===== config.mk =====
export PLATFORM = sky130hd
export DESIGN_NAME = nand_master
export DESIGN_NICKNAME = d
export VERILOG_FILES = /design/src/verilog/nand_pkg.sv /design/src/verilog/nand_master.sv /design/src/verilog/host_regs.sv /design/src/verilog/nand_sequencer.sv /design/src/verilog/nand_read_cycle.sv /design/src/verilog/nand_write_cycle.sv
export SDC_FILE = /design/constraint.sdc
export NUM_CORES = 1
export LEC_CHECK = 0
export BUFFER_PORTS_ARGS = -buffer_cell sky130_fd_sc_hd__buf_4
export CORE_UTILIZATION = 45
export CTS_BUF_LIST = sky130_fd_sc_hd__clkbuf_4
export CTS_CLUSTER_SIZE = 14
export DETAILED_ROUTE_END_ITERATION = 10
export PLACE_DENSITY = 0.61
export SLEW_MARGIN = 20
export SYNTH_ARGS = -nofsm -noshare
export SYNTH_HDL_FRONTEND = slang
export SYNTH_SLANG_ARGS = --single-unit

===== constraint.sdc =====
create_clock -name clk -period 4.1 [get_ports clk]
set_clock_uncertainty 0.1 [all_clocks]
set_input_delay 1.23 -clock clk [delete_from_list [all_inputs] [get_ports clk]]
set_output_delay 1.23 -clock clk [all_outputs]
set_load 0.02 [all_outputs]

===== src/verilog/nand_pkg.sv =====
//----------------------------
// nand controller package
// host opcodes, fsm states, nand command bytes,
// strobe timing and the pin and status structs
//----------------------------
package nand_pkg;

	// host opcodes, one per activate pulse
	typedef enum logic [5:0] {
		CMD_NAND_RESET     = 6'd1,
		CMD_GET_STATUS     = 6'd2,
		CMD_CHIP_ENABLE    = 6'd3,
		CMD_CHIP_DISABLE   = 6'd4,
		CMD_RESET_INDEX    = 6'd5,
		CMD_GET_ID_BYTE    = 6'd6,
		CMD_READ_ID        = 6'd7,
		CMD_READ_STATUS    = 6'd8,
		CMD_BYPASS_COMMAND = 6'd9,
		CMD_BYPASS_ADDRESS = 6'd10,
		CMD_BYPASS_DATA_WR = 6'd11,
		CMD_BYPASS_DATA_RD = 6'd12
	} host_cmd_t;

	// sequencer states, one-hot
	typedef enum logic [3:0] {
		SEQ_IDLE  = 4'b0001,
		SEQ_RUN   = 4'b0010,
		SEQ_WAIT  = 4'b0100,
		SEQ_DELAY = 4'b1000
	} seq_state_t;

	// which latch strobe a write cycle produces
	typedef enum logic [1:0] {
		CYC_CMD,
		CYC_ADDR,
		CYC_DATA
	} cycle_kind_t;

	// register file operations issued by the sequencer
	typedef enum logic [2:0] {
		REG_NONE,
		REG_GET_STATUS,
		REG_CHIP_ENABLE,
		REG_CHIP_DISABLE,
		REG_RESET_INDEX,
		REG_GET_ID_BYTE,
		REG_LOAD_ID,
		REG_LOAD_DATA
	} reg_op_t;

	// nand bus outputs, dq split into value and enable
	typedef struct packed {
		logic       cle;
		logic       ale;
		logic       nwe;
		logic       nre;
		logic [7:0] dq;
		logic       dq_oe;
	} nand_pins_t;

	// controller status byte
	typedef struct packed {
		logic [2:0] reserved_hi;
		logic       index_oor;
		logic       write_prot;
		logic       chip_en;
		logic [1:0] reserved_lo;
	} ctrl_status_t;

	// nand command bytes
	localparam logic [7:0] NAND_CMD_RESET       = 8'hff;
	localparam logic [7:0] NAND_CMD_READ_ID     = 8'h90;
	localparam logic [7:0] NAND_CMD_READ_STATUS = 8'h70;

	// id buffer
	localparam int ID_BYTES = 5;
	localparam int IDX_W = 3;
	localparam logic [IDX_W-1:0] ID_LAST = IDX_W'(ID_BYTES - 1);

	// wait times in clocks
	localparam int DELAY_W = 4;
	localparam logic [DELAY_W-1:0] T_WB = 4'd4;
	localparam logic [DELAY_W-1:0] T_WHR = 4'd6;
	localparam logic [DELAY_W-1:0] T_RR = 4'd2;

	// strobe shape, one setup clock then low and high phases
	localparam int STROBE_LOW = 2;
	localparam int STROBE_HIGH = 2;
	localparam int PHASE_W = 3;
	localparam logic [PHASE_W-1:0] PH_LOW_END = PHASE_W'(STROBE_LOW);
	localparam logic [PHASE_W-1:0] PH_LAST = PHASE_W'(STROBE_LOW + STROBE_HIGH);

endpackage

===== src/verilog/nand_master.sv =====
//----------------------------
// nand master top level
// host activate/busy port to an 8-bit onfi bus
//----------------------------
`timescale 1ns/1ps

module nand_master (
	input  logic                 clk,
	input  logic                 nreset,
	input  logic                 activate,
	input  nand_pkg::host_cmd_t  cmd_in,
	input  logic [7:0]           data_in,
	output logic                 busy,
	output logic [7:0]           data_out,
	output nand_pkg::nand_pins_t nand_pins,
	output logic                 nand_nce,
	output logic                 nand_nwp,
	input  logic                 nand_rnb,
	input  logic [7:0]           nand_dq_in
);

	logic wr_start;
	nand_pkg::cycle_kind_t wr_kind;
	logic [7:0] wr_byte;
	logic wr_busy;
	nand_pkg::nand_pins_t wr_pins;
	logic rd_start;
	logic rd_busy;
	logic [7:0] rd_byte;
	logic rd_nre;
	nand_pkg::reg_op_t reg_op;
	logic [7:0] reg_byte;
	nand_pkg::ctrl_status_t status;

	nand_sequencer i_sequencer (
		.clk(clk), .nreset(nreset), .activate(activate), .cmd_in(cmd_in),
		.data_in(data_in), .nand_rnb(nand_rnb), .wr_busy(wr_busy), .rd_busy(rd_busy),
		.rd_byte(rd_byte), .wr_start(wr_start), .wr_kind(wr_kind), .wr_byte(wr_byte),
		.rd_start(rd_start), .reg_op(reg_op), .reg_byte(reg_byte), .busy(busy),
		.nand_nce(nand_nce)
	);

	nand_write_cycle i_write_cycle (
		.clk(clk), .nreset(nreset), .start(wr_start), .kind(wr_kind),
		.data(wr_byte), .busy(wr_busy), .pins(wr_pins)
	);

	nand_read_cycle i_read_cycle (
		.clk(clk), .nreset(nreset), .start(rd_start), .dq_in(nand_dq_in),
		.busy(rd_busy), .rd_byte(rd_byte), .nre(rd_nre)
	);

	host_regs i_host_regs (
		.clk(clk), .nreset(nreset), .reg_op(reg_op), .reg_byte(reg_byte),
		.data_out(data_out), .status(status)
	);

	// only one generator runs at a time so the strobes merge by and
	always_comb begin
		nand_pins = wr_pins;
		nand_pins.nre = wr_pins.nre & rd_nre;
	end

	// chip stays write protected
	assign nand_nwp = 1'b0;

	// ce# and the status flag move in the same clock
	a_ce_matches_status: assert property (@(posedge clk) disable iff (!nreset)
		!busy |-> (nand_nce == !status.chip_en));

	a_one_generator: assert property (@(posedge clk) disable iff (!nreset)
		!(wr_busy && rd_busy));

endmodule


===== src/verilog/host_regs.sv =====
//----------------------------
// host register file
// status flags, id buffer, index and data_out
//----------------------------
`timescale 1ns/1ps

module host_regs (
	input  logic                   clk,
	input  logic                   nreset,
	input  nand_pkg::reg_op_t      reg_op,
	input  logic [7:0]             reg_byte,
	output logic [7:0]             data_out,
	output nand_pkg::ctrl_status_t status
);

	logic [7:0] id_buf [nand_pkg::ID_BYTES];
	logic [nand_pkg::IDX_W-1:0] index;
	logic [nand_pkg::IDX_W-1:0] fill_ptr;
	logic chip_en;
	logic index_oor;
	logic in_range;

	assign in_range = (index <= nand_pkg::ID_LAST);

	//----------------------------
	// flags and pointers
	//----------------------------
	always_ff @(posedge clk) begin
		if (!nreset) begin
			index <= '0;
			fill_ptr <= '0;
			chip_en <= 1'b0;
			index_oor <= 1'b0;
		end else begin
			case (reg_op)
				nand_pkg::REG_CHIP_ENABLE: chip_en <= 1'b1;
				nand_pkg::REG_CHIP_DISABLE: chip_en <= 1'b0;
				nand_pkg::REG_RESET_INDEX: index <= '0;
				nand_pkg::REG_GET_ID_BYTE: begin
					// past the end wraps to 0 and flags it
					index <= in_range ? index + 1'b1 : '0;
					index_oor <= !in_range;
				end
				// fill pointer wraps after a full id read
				nand_pkg::REG_LOAD_ID:
					fill_ptr <= (fill_ptr == nand_pkg::ID_LAST) ? '0 : fill_ptr + 1'b1;
				default: ;
			endcase
		end
	end

	// byte moves into the buffer or out to the host
	always_ff @(posedge clk) begin
		case (reg_op)
			nand_pkg::REG_GET_STATUS: data_out <= status;
			nand_pkg::REG_GET_ID_BYTE: data_out <= in_range ? id_buf[index] : 8'h00;
			nand_pkg::REG_LOAD_ID: id_buf[fill_ptr] <= reg_byte;
			nand_pkg::REG_LOAD_DATA: data_out <= reg_byte;
			default: ;
		endcase
	end

	// wp# is tied low, so always write protected
	always_comb begin
		status = '0;
		status.chip_en = chip_en;
		status.write_prot = 1'b1;
		status.index_oor = index_oor;
	end

	a_index_bound: assert property (@(posedge clk) disable iff (!nreset)
		int'(index) <= nand_pkg::ID_BYTES);

endmodule


===== src/verilog/nand_sequencer.sv =====
//----------------------------
// nand sequencer
// decodes host opcodes into nand cycle sequences,
// waits on delays and r/b#, owns ce#
//----------------------------
`timescale 1ns/1ps

module nand_sequencer (
	input  logic                  clk,
	input  logic                  nreset,
	input  logic                  activate,
	input  nand_pkg::host_cmd_t   cmd_in,
	input  logic [7:0]            data_in,
	input  logic                  nand_rnb,
	input  logic                  wr_busy,
	input  logic                  rd_busy,
	input  logic [7:0]            rd_byte,
	output logic                  wr_start,
	output nand_pkg::cycle_kind_t wr_kind,
	output logic [7:0]            wr_byte,
	output logic                  rd_start,
	output nand_pkg::reg_op_t     reg_op,
	output logic [7:0]            reg_byte,
	output logic                  busy,
	output logic                  nand_nce
);

	nand_pkg::seq_state_t state;
	nand_pkg::host_cmd_t cmd_q;
	logic [7:0] data_q;
	logic [2:0] step;
	logic [2:0] next_step;
	logic [nand_pkg::DELAY_W-1:0] count;
	logic [nand_pkg::IDX_W-1:0] id_cnt;
	nand_pkg::reg_op_t imm_op;

	// action decoded for the current step
	logic act_wr;
	logic act_rd;
	logic act_delay;
	logic act_done;
	nand_pkg::cycle_kind_t act_kind;
	logic [7:0] act_byte;
	nand_pkg::reg_op_t act_op;
	logic [nand_pkg::DELAY_W-1:0] act_cnt;

	// register-only opcodes map straight onto a register op
	always_comb begin
		case (cmd_q)
			nand_pkg::CMD_GET_STATUS:   imm_op = nand_pkg::REG_GET_STATUS;
			nand_pkg::CMD_CHIP_ENABLE:  imm_op = nand_pkg::REG_CHIP_ENABLE;
			nand_pkg::CMD_CHIP_DISABLE: imm_op = nand_pkg::REG_CHIP_DISABLE;
			nand_pkg::CMD_RESET_INDEX:  imm_op = nand_pkg::REG_RESET_INDEX;
			nand_pkg::CMD_GET_ID_BYTE:  imm_op = nand_pkg::REG_GET_ID_BYTE;
			default:                    imm_op = nand_pkg::REG_NONE;
		endcase
	end

	//----------------------------
	// per-opcode step table
	//----------------------------
	always_comb begin
		act_wr = 1'b0;
		act_rd = 1'b0;
		act_delay = 1'b0;
		act_done = 1'b0;
		act_kind = nand_pkg::CYC_CMD;
		act_byte = data_q;
		act_op = nand_pkg::REG_NONE;
		act_cnt = '0;
		next_step = step + 3'd1;
		case (cmd_q)
			nand_pkg::CMD_NAND_RESET: begin
				// ffh, then tWB and r/b# high
				act_wr = (step == 3'd0);
				act_byte = nand_pkg::NAND_CMD_RESET;
				act_cnt = nand_pkg::T_WB;
				act_done = (step != 3'd0);
			end
			nand_pkg::CMD_GET_STATUS, nand_pkg::CMD_CHIP_ENABLE, nand_pkg::CMD_CHIP_DISABLE,
			nand_pkg::CMD_RESET_INDEX, nand_pkg::CMD_GET_ID_BYTE: begin
				// one op step and one closing step
				if (step == 3'd0) begin
					act_op = imm_op;
				end else begin
					act_done = 1'b1;
				end
			end
			nand_pkg::CMD_READ_ID: begin
				case (step)
					3'd0: begin
						act_wr = 1'b1;
						act_byte = nand_pkg::NAND_CMD_READ_ID;
					end
					3'd1: begin
						act_wr = 1'b1;
						act_kind = nand_pkg::CYC_ADDR;
						act_byte = 8'h00;
						act_cnt = nand_pkg::T_WB;
					end
					3'd2: begin
						act_delay = 1'b1;
						act_cnt = nand_pkg::T_RR;
					end
					3'd3: act_rd = 1'b1;
					3'd4: begin
						// store byte, loop back for the next read
						act_op = nand_pkg::REG_LOAD_ID;
						if (id_cnt != nand_pkg::ID_LAST) begin
							next_step = 3'd3;
						end
					end
					default: act_done = 1'b1;
				endcase
			end
			nand_pkg::CMD_READ_STATUS: begin
				case (step)
					3'd0: begin
						act_wr = 1'b1;
						act_byte = nand_pkg::NAND_CMD_READ_STATUS;
					end
					3'd1: begin
						act_delay = 1'b1;
						act_cnt = nand_pkg::T_WHR;
					end
					3'd2: act_rd = 1'b1;
					3'd3: act_op = nand_pkg::REG_LOAD_DATA;
					default: act_done = 1'b1;
				endcase
			end
			nand_pkg::CMD_BYPASS_COMMAND, nand_pkg::CMD_BYPASS_ADDRESS,
			nand_pkg::CMD_BYPASS_DATA_WR: begin
				// raw byte from data_in
				act_wr = (step == 3'd0);
				act_done = (step != 3'd0);
				if (cmd_q == nand_pkg::CMD_BYPASS_ADDRESS) begin
					act_kind = nand_pkg::CYC_ADDR;
				end else if (cmd_q == nand_pkg::CMD_BYPASS_DATA_WR) begin
					act_kind = nand_pkg::CYC_DATA;
				end
				if (cmd_q != nand_pkg::CMD_BYPASS_DATA_WR) begin
					act_cnt = nand_pkg::T_WB;
				end
			end
			nand_pkg::CMD_BYPASS_DATA_RD: begin
				act_rd = (step == 3'd0);
				if (step == 3'd1) begin
					act_op = nand_pkg::REG_LOAD_DATA;
				end
				act_done = (step > 3'd1);
			end
			// unknown opcode ends at once
			default: act_done = 1'b1;
		endcase
	end

	//----------------------------
	// state machine
	//----------------------------
	always_ff @(posedge clk) begin
		if (!nreset) begin
			state <= nand_pkg::SEQ_IDLE;
			step <= '0;
			count <= '0;
			id_cnt <= '0;
			nand_nce <= 1'b1;
		end else begin
			case (state)
				nand_pkg::SEQ_IDLE: begin
					if (activate) begin
						state <= nand_pkg::SEQ_RUN;
						step <= '0;
						id_cnt <= '0;
					end
				end
				nand_pkg::SEQ_RUN: begin
					// step now holds the point to come back to
					step <= next_step;
					count <= act_cnt;
					if (act_done) begin
						state <= nand_pkg::SEQ_IDLE;
					end else if (act_wr || act_rd) begin
						state <= nand_pkg::SEQ_WAIT;
					end else if (act_delay) begin
						state <= nand_pkg::SEQ_DELAY;
					end
					if (act_op == nand_pkg::REG_LOAD_ID) begin
						id_cnt <= id_cnt + 1'b1;
					end
					if (act_op == nand_pkg::REG_CHIP_ENABLE) begin
						nand_nce <= 1'b0;
					end else if (act_op == nand_pkg::REG_CHIP_DISABLE) begin
						nand_nce <= 1'b1;
					end
				end
				nand_pkg::SEQ_WAIT: begin
					// countdown starts once both strobes are done
					// then hold while r/b# is low
					if (!wr_busy && !rd_busy) begin
						if (count != '0) begin
							count <= count - 1'b1;
						end else if (nand_rnb) begin
							state <= nand_pkg::SEQ_RUN;
						end
					end
				end
				nand_pkg::SEQ_DELAY: begin
					if (count != '0) begin
						count <= count - 1'b1;
					end else begin
						state <= nand_pkg::SEQ_RUN;
					end
				end
				default: state <= nand_pkg::SEQ_IDLE;
			endcase
		end
	end

	// opcode and raw byte captured on accept
	always_ff @(posedge clk) begin
		if ((state == nand_pkg::SEQ_IDLE) && activate) begin
			cmd_q <= cmd_in;
			data_q <= data_in;
		end
	end

	assign busy = (state != nand_pkg::SEQ_IDLE);
	assign wr_start = (state == nand_pkg::SEQ_RUN) && act_wr;
	assign wr_kind = act_kind;
	assign wr_byte = act_byte;
	assign rd_start = (state == nand_pkg::SEQ_RUN) && act_rd;
	assign reg_op = (state == nand_pkg::SEQ_RUN) ? act_op : nand_pkg::REG_NONE;
	// only the two load ops take a byte
	assign reg_byte = rd_byte;

	a_state_legal: assert property (@(posedge clk) disable iff (!nreset) $onehot(state));

endmodule


===== src/verilog/nand_read_cycle.sv =====
//----------------------------
// nand read cycle
// one re# strobe, samples dq
//----------------------------
`timescale 1ns/1ps

module nand_read_cycle (
	input  logic       clk,
	input  logic       nreset,
	input  logic       start,
	input  logic [7:0] dq_in,
	output logic       busy,
	output logic [7:0] rd_byte,
	output logic       nre
);

	logic [nand_pkg::PHASE_W-1:0] phase;

	// same shape as the write strobe
	always_ff @(posedge clk) begin
		if (!nreset) begin
			busy <= 1'b0;
			phase <= '0;
		end else if (start) begin
			busy <= 1'b1;
			phase <= '0;
		end else if (busy) begin
			if (phase == nand_pkg::PH_LAST) begin
				busy <= 1'b0;
			end
			phase <= phase + 1'b1;
		end
	end

	// capture on the last clock with re# low
	// byte then holds until the next read
	always_ff @(posedge clk) begin
		if (busy && (phase == nand_pkg::PH_LOW_END)) begin
			rd_byte <= dq_in;
		end
	end

	// re# low for the low phase, high for recovery
	assign nre = !(busy && (phase != '0) && (phase <= nand_pkg::PH_LOW_END));

endmodule


===== src/verilog/nand_write_cycle.sv =====
//----------------------------
// nand write cycle
// one cle, ale or data strobe on we#
//----------------------------
`timescale 1ns/1ps

module nand_write_cycle (
	input  logic                  clk,
	input  logic                  nreset,
	input  logic                  start,
	input  nand_pkg::cycle_kind_t kind,
	input  logic [7:0]            data,
	output logic                  busy,
	output nand_pkg::nand_pins_t  pins
);

	nand_pkg::cycle_kind_t kind_q;
	logic [7:0] data_q;
	logic [nand_pkg::PHASE_W-1:0] phase;
	logic strobe;

	//----------------------------
	// phase counter
	//----------------------------
	// phase 0 sets up cle/ale and dq, then we# low, then we# high
	always_ff @(posedge clk) begin
		if (!nreset) begin
			busy <= 1'b0;
			phase <= '0;
		end else if (start) begin
			busy <= 1'b1;
			phase <= '0;
		end else if (busy) begin
			if (phase == nand_pkg::PH_LAST) begin
				busy <= 1'b0;
			end
			phase <= phase + 1'b1;
		end
	end

	// byte and strobe type held for the whole cycle
	always_ff @(posedge clk) begin
		if (start) begin
			kind_q <= kind;
			data_q <= data;
		end
	end

	assign strobe = busy && (phase != '0) && (phase <= nand_pkg::PH_LOW_END);

	always_comb begin
		pins.cle = busy && (kind_q == nand_pkg::CYC_CMD);
		pins.ale = busy && (kind_q == nand_pkg::CYC_ADDR);
		// chip latches dq on the rising edge of we#
		pins.nwe = !strobe;
		pins.nre = 1'b1;
		pins.dq = data_q;
		pins.dq_oe = busy;
	end

	// sequencer only starts an idle generator
	a_no_restart: assert property (@(posedge clk) disable iff (!nreset) start |-> !busy);

endmodule


# After elaboration in Yosys (flattened, before gate mapping)
# Memory sizes are Yosys's and may differ from the RTL's. A register that Yosys moved wholly into a read port is not among the register bits.
# Cells that the tools add are included.
# W data, S select, Z words.
# totals
register_bits,71
latch_bits,0
ramBits,40
rom_bits,0
input_bits,26
output_inout_bits,24
wordCells,186
memories,1
# op_classes
addsub,7
multipliers,0
div,0
order_cmp,4
n_eq_ne,45
shifts,0
muxes,67
n_bitwise,1
reduce_logical,42
# mem_list
memory,words,width,rd,rd_ports_with_merged_regs,wr,line,text
i_host_regs.id_buf,5,8,1,1,1,host_regs.sv:16,logic [7:0] id_buf [nand_pkg::ID_BYTES];
# ops
cell,count
$mux W3,16
$pmux W8 S3,2
$mux W4,10
$pmux W4 S4,2
$eq A6 B4 Y1 const B,5
$eq A3 B3 Y1 const B,9
$eq A6 B3 Y1 const B,4
$pmux W3 S2,4
$eq A3 B2 Y1 const B,7
$mux W1,19
$add A3 B1 Y3 const B,6
$mux W8,2
$pmux W8 S2,1
$pmux W3 S5,1
$reduce_bool A3 Y1,5
$eq A6 B2 Y1 const B,2
$pmux W3 S4,1
$pmux W4 S3,1
$logic_and A1 B1 Y1,11
$reduce_or A5 Y1,2
$ne A2 B2 Y1 const B,4
$ne A4 B1 Y1 const B,2
$reduce_bool A2 Y1,4
$reduce_or A4 Y1,2
other kinds (30),44

# Longest topological paths before layout
# depth
depth_word,9
mapped_depth,9
mapped_depth_nobuf,7

# Modules after synthesis
# From an unflattened synthesis, not the netlist that was laid out.
# unflattened
cells_unflattened,451
hier_area_um2,5477.8
# modules_own_cells
module,n_inst,cells_per_inst,area_each_um2,seq_area_each_um2
host_regs,1,155,2454.9,1661.6
nand_sequencer,1,225,1969.4,720.7
nand_write_cycle,1,37,563.0,380.4
nand_read_cycle,1,31,473.0,320.3
nand_master,1,3,17.5,0.0

# Worst setup path before layout
# Ideal clock, no wire load.
# synth_path
kind,flip-flop to flip-flop
startpoint,register i_sequencer.cmd_q[1]
endpoint,memory i_host_regs.id_buf[4][0] (enable)
setup_time_ns,0.398
arrival_ns,2.440
required_time_ns,3.602
setup_slack_ns,1.162
path_stages_with_launch,6
path_buffers,1
synth_period_minus_slack_ns,2.938
path_cell_list,edfxtp_1 -> buf_2 -> or3b_1 -> nor3_4 -> nand2_2 -> nor4b_1
# synth_via
elab_chain_len,8
word_cells_on_any_way,16
cone_classes,eq/ne: 9; mux: 6; reduce/logical: 1
# synth_rtl
item,line,text
"start, declared",nand_sequencer.sv:29,nand_pkg::host_cmd_t cmd_q;
"start signal, assigned",nand_sequencer.sv:222,cmd_q <= cmd_in;
$eq A6 B3 Y1 / $eq A6 B2 Y1 (equally long branches),"nand_sequencer.sv:49, nand_sequencer.sv:72",
$pmux W3 S5,nand_sequencer.sv:49,case (cmd_q)
$mux W3,nand_sequencer.sv:83,if (step == 3'd0) begin
$pmux W3 S4 *,nand_sequencer.sv:72,case (cmd_q)
$mux W3 *,nand_sequencer.sv:232,assign reg_op = (state == nand_pkg::SEQ_RUN) ? act_op : nand_pkg::REG_NONE;
$eq A3 B3 Y1 *,host_regs.sv:54,case (reg_op)
$mux W1 *,host_regs.sv:54,
$mux W1 (not written as such) *,host_regs.sv:57,nand_pkg::REG_LOAD_ID: id_buf[fill_ptr] <= reg_byte;
"end, declared",host_regs.sv:16,
# Mark *: on every way between the ends. The rest lies on a longest branch, timed or not.

# Final worst setup path
# layout_path
startpoint,register i_sequencer.state[3]
endpoint,output busy
# layout_via
elab_chain_len,1
# layout_rtl
item,line,text
"start, declared",nand_sequencer.sv:28,nand_pkg::seq_state_t state;
"start signal, assigned",nand_sequencer.sv:162,state <= nand_pkg::SEQ_IDLE;
"start signal, assigned",nand_sequencer.sv:171,state <= nand_pkg::SEQ_RUN;
"start signal, assigned",nand_sequencer.sv:181,state <= nand_pkg::SEQ_IDLE;
$ne A4 B1 Y1,nand_sequencer.sv:227,assign busy = (state != nand_pkg::SEQ_IDLE);
"end, declared",nand_master.sv:13,"output logic busy,"
# No other way between the ends.

==> summary.md <==
| Metric | Value |
|---|---|
| Hold Crit Class | `flop to flop` |
| Yosys top cell area share | `a little under half` |
| Cell Area, Synth | `approximately 0.0052 mm²` |
| Share of layout cells above drive strength 1 | `between 20% and 30%` |
| Fin util | `54.00%` |
| Clock-pin slew on the worst setup and hold paths | `~0.1 ns` |
| Syn nets | `466` |
| Fin nets | `521` |
| WP data arrival | `approximately 1.9 ns` |
| Placed Area | `approximately 0.0057 mm²` |
| Critical Path RT | `2.77 ns` |
| Crit path cell chain | `or4b_2 -> buf_4` |
| Worst hold margin | `roughly 0.38 ns` |
| Crit Path Max Fanout | `7` |
| Status | `finished, final reports clean` |
| Register bit count reported by yosys | `roughly 110` |
| Sink Count | `approximately 110` |
| Avg WL per Cell | `approximately 17 µm` |
| Area grow syn2layout | `14.71%` |
| Yosys warns | `0` |
| Max cap viols | `0` |
| Fin crit share | `78.15%` |
| Worst VDD drop | `0.1675 mV` |
| Final setup violation count | `0` |
| Cell family with most CP delay | `simple AND/OR/NAND/NOR gates` |
| Gr usage total | `between 10% and 20%` |
| Final-report hold violation count | `0` |
| RSZ-0062 raised after global routing | `false` |
| Largest cells by area after synthesis | `edfxtp_1, dfxtp_1, ha_1` |
| Hold buffer count at CTS | `0` |
| Post-CTS Setup Bufs | `0` |
| Std-Cell Rows | `38` |
| PD cells | `374.1 mW/mm²` |
| Core area | `~0.011 mm²` |
| Wire length of the first global-routing pass | `17.20 mm` |
| CP startpoint kind | `flop` |
| Initial DRC count | `between 200 and 250` |
| Total grt overflow | `0` |
| Post-synth EDFFs | `80` |
| Fmax | `between 0.3 and 0.4 GHz` |
| RePlAce Congestion | `roughly 0.88` |
| Vias | `roughly 3500` |
| Die area | `around 0.012 mm²` |
| Logic pwr share | `7.4%` |
| Number of top-level pins | `50` |
| Synth top cells by count | `edfxtp_1, dfxtp_1, nand2_1` |
| Critical Path Slowest Stage Cell | `or4b_2` |
| Ys flop type | `edfxtp_1` |
| Detailed Route WL | `around 11 mm` |
| Max stage delay on crit path | `~0.76 ns` |
| CTS resizes | `0` |
| Die X | `109.7 µm` |
| Synth cell types | `a little over 70` |
| Crit path kind | `flop to primary output` |
| Asr flop ratio synth | `0%` |
| Worst Path Buf+Inv | `1` |
| Relative slew slack | `~50%` |
| Post-route DRC | `0` |
| Worst skew pair latency | `between 0.5 and 0.6 ns` |
| CTS tree | `yes` |
| Area occupied by multi-input gates | `around 0.002 mm²` |
| Count leader, synth | `edfxtp_1` |
| Register area | `approximately 0.003 mm²` |
| Reg power frac | `about 57%` |
| Starting density of the core | `between 40 and 50%` |
| Sequential fraction of the synthesis area | `approximately 59%` |
| Antenna cell count | `0` |
| DRT Pass-1 Iters | `4` |
| Filler cells | `approximately 960` |
| Number of H-tree levels | `4` |
| Synth Instances | `~420` |
| Net switching power | `around 0.54 mW` |
| Worst slew pin tran | `0.7436 ns` |
| Synth Area per Inst | `12.36 µm²` |
| Number of antenna violations at the first check in global routing | `0` |
| Pins Over Slew Limit | `0` |
| Largest net degree at the start of global routing | `17` |
| Internal Power | `between 1.5 and 2 mW` |
| Cts bufs inserted | `17` |
| Minimum clock period | `around 3.2 ns` |
| Clock share of power | `between 30 and 40%` |
| Area leader, netlist | `edfxtp_1` |
| Leakage | `between 2 and 2.5 nW` |
| Root buf cell | `clkbuf_4` |
| Vias per inst | `around 5.6` |
| Crit path capture type | `primary output` |
| Post-route ant nets | `0` |
| Sw Share | `around a quarter` |
| IO Port Bufs | `48` |
| Clock Path Buffers | `2` |
| Die height | `between 100 and 150 µm` |
| Setup TNS | `0 ns` |
| Dpl hpwl | `approximately 7.5 mm` |
| Vias in the first global route | `approximately 3400` |
| Design Area, Final | `around 0.006 mm²` |
[logic make-up after synthesis]
family                   count (synthesis)  synth area share, %
other                                    1              0.07191
AND/OR/NAND/NOR                        135                14.68
flip-flops                             114                59.12
buffers and inverters                   43                3.551
AO/OA/AOI/OAI                           82                10.99
multiplexers                            20                5.758
adder cells (fa/ha/maj)                 18                4.319
XOR/XNOR                                 9                1.511
[metal layers]
metal	track usage, %	wire length, µm	vias up
met5	0	0	-
met2	28.80	4784	110
met4	8.286	155	0
met1	28.48	5092	1700
li1	-	-	1693
met3	4.624	701	14
[power by group through the flow]
stage / clock (mW) / sequential (mW) / combinational, mW
3_3_place_gp: 0 / 1.30 / 0.163
3_5_place_dp: 0 / 1.30 / 0.163
6_report: 0.797 / 1.28 / 0.165
4_1_cts: 0.820 / 1.28 / 0.164
5_1_grt: 0.876 / 1.28 / 0.180
2_1_floorplan: 0 / 1.29 / 0.118
[worst min-delay path, stage by stage, from the launching register on]
cell and delay [ns]:
dfxtp_1 0.33, nand2_1 0.06, a21oi_1 0.05
[worst paths after layout]
path	startpoint	endpoint	slack, ns	depth (start not counted)
worst max-delay path	i_sequencer.state[3]$_SDFFE_PN0P_	busy	0.90	2
worst min-delay path	i_sequencer.id_cnt[1]$_SDFFE_PN0P_	i_sequencer.id_cnt[1]$_SDFFE_PN0P_	0.38	2
worst max register to register	i_sequencer.step[1]$_SDFFE_PN0P_	i_host_regs.data_out[2]$_DFFE_PP_	1.36	7
worst min register to register	i_sequencer.id_cnt[1]$_SDFFE_PN0P_	i_sequencer.id_cnt[1]$_SDFFE_PN0P_	0.38	2
[cell type report]
type,count,share of cell area [%]
clock buffer,21,2.635
clock inverter,11,1.945
inverter,24,1.506
multi-input combinational,265,32.55
sequential,114,51.54
tap,140,2.928
timing repair buffer,55,6.902
[layout by cell type (no fill, tap or decap), types with 6 or more instances in the layout]
| master | n |
|---|---|
| clkbuf_4 | 21 |
| nand3_1 | 9 |
| nand2_1 | 31 |
| ha_1 | 18 |
| dfxtp_1 | 34 |
| inv_1 | 24 |
| o21ai_0 | 6 |
| a21oi_1 | 21 |
| nor2_1 | 30 |
| nor2b_1 | 7 |
| mux4_2 | 8 |
| buf_4 | 55 |
| o211ai_1 | 6 |
| edfxtp_1 | 80 |
| mux2i_1 | 12 |
[flip-flops by register name, summed over array words and instances (netlist names), 2 cells and up, named ones only]
name and count:
i_sequencer.count 4, i_host_regs.data_out 8, i_write_cycle.phase 3, i_host_regs.fill_ptr 3, i_host_regs.index 3, i_host_regs.id_buf 40
i_sequencer.id_cnt 3, i_write_cycle.data_q 8, i_sequencer.state 4, i_sequencer.cmd_q 6, i_sequencer.data_q 8, i_sequencer.step 3
i_write_cycle.kind_q 2, i_read_cycle.phase 3, i_read_cycle.rd_byte 8
[through the flow]
stage	instances	power [mW]	setup WS [ns]
6_report	630	2.238	0.8960
5_1_grt	630	2.336	0.8288
4_1_cts	630	2.259	0.8824
3_5_place_dp	598	1.464	1.387
3_3_place_gp	598	1.464	1.493
2_1_floorplan	422	1.406	1.162
(Power assumes the default switching activity.)
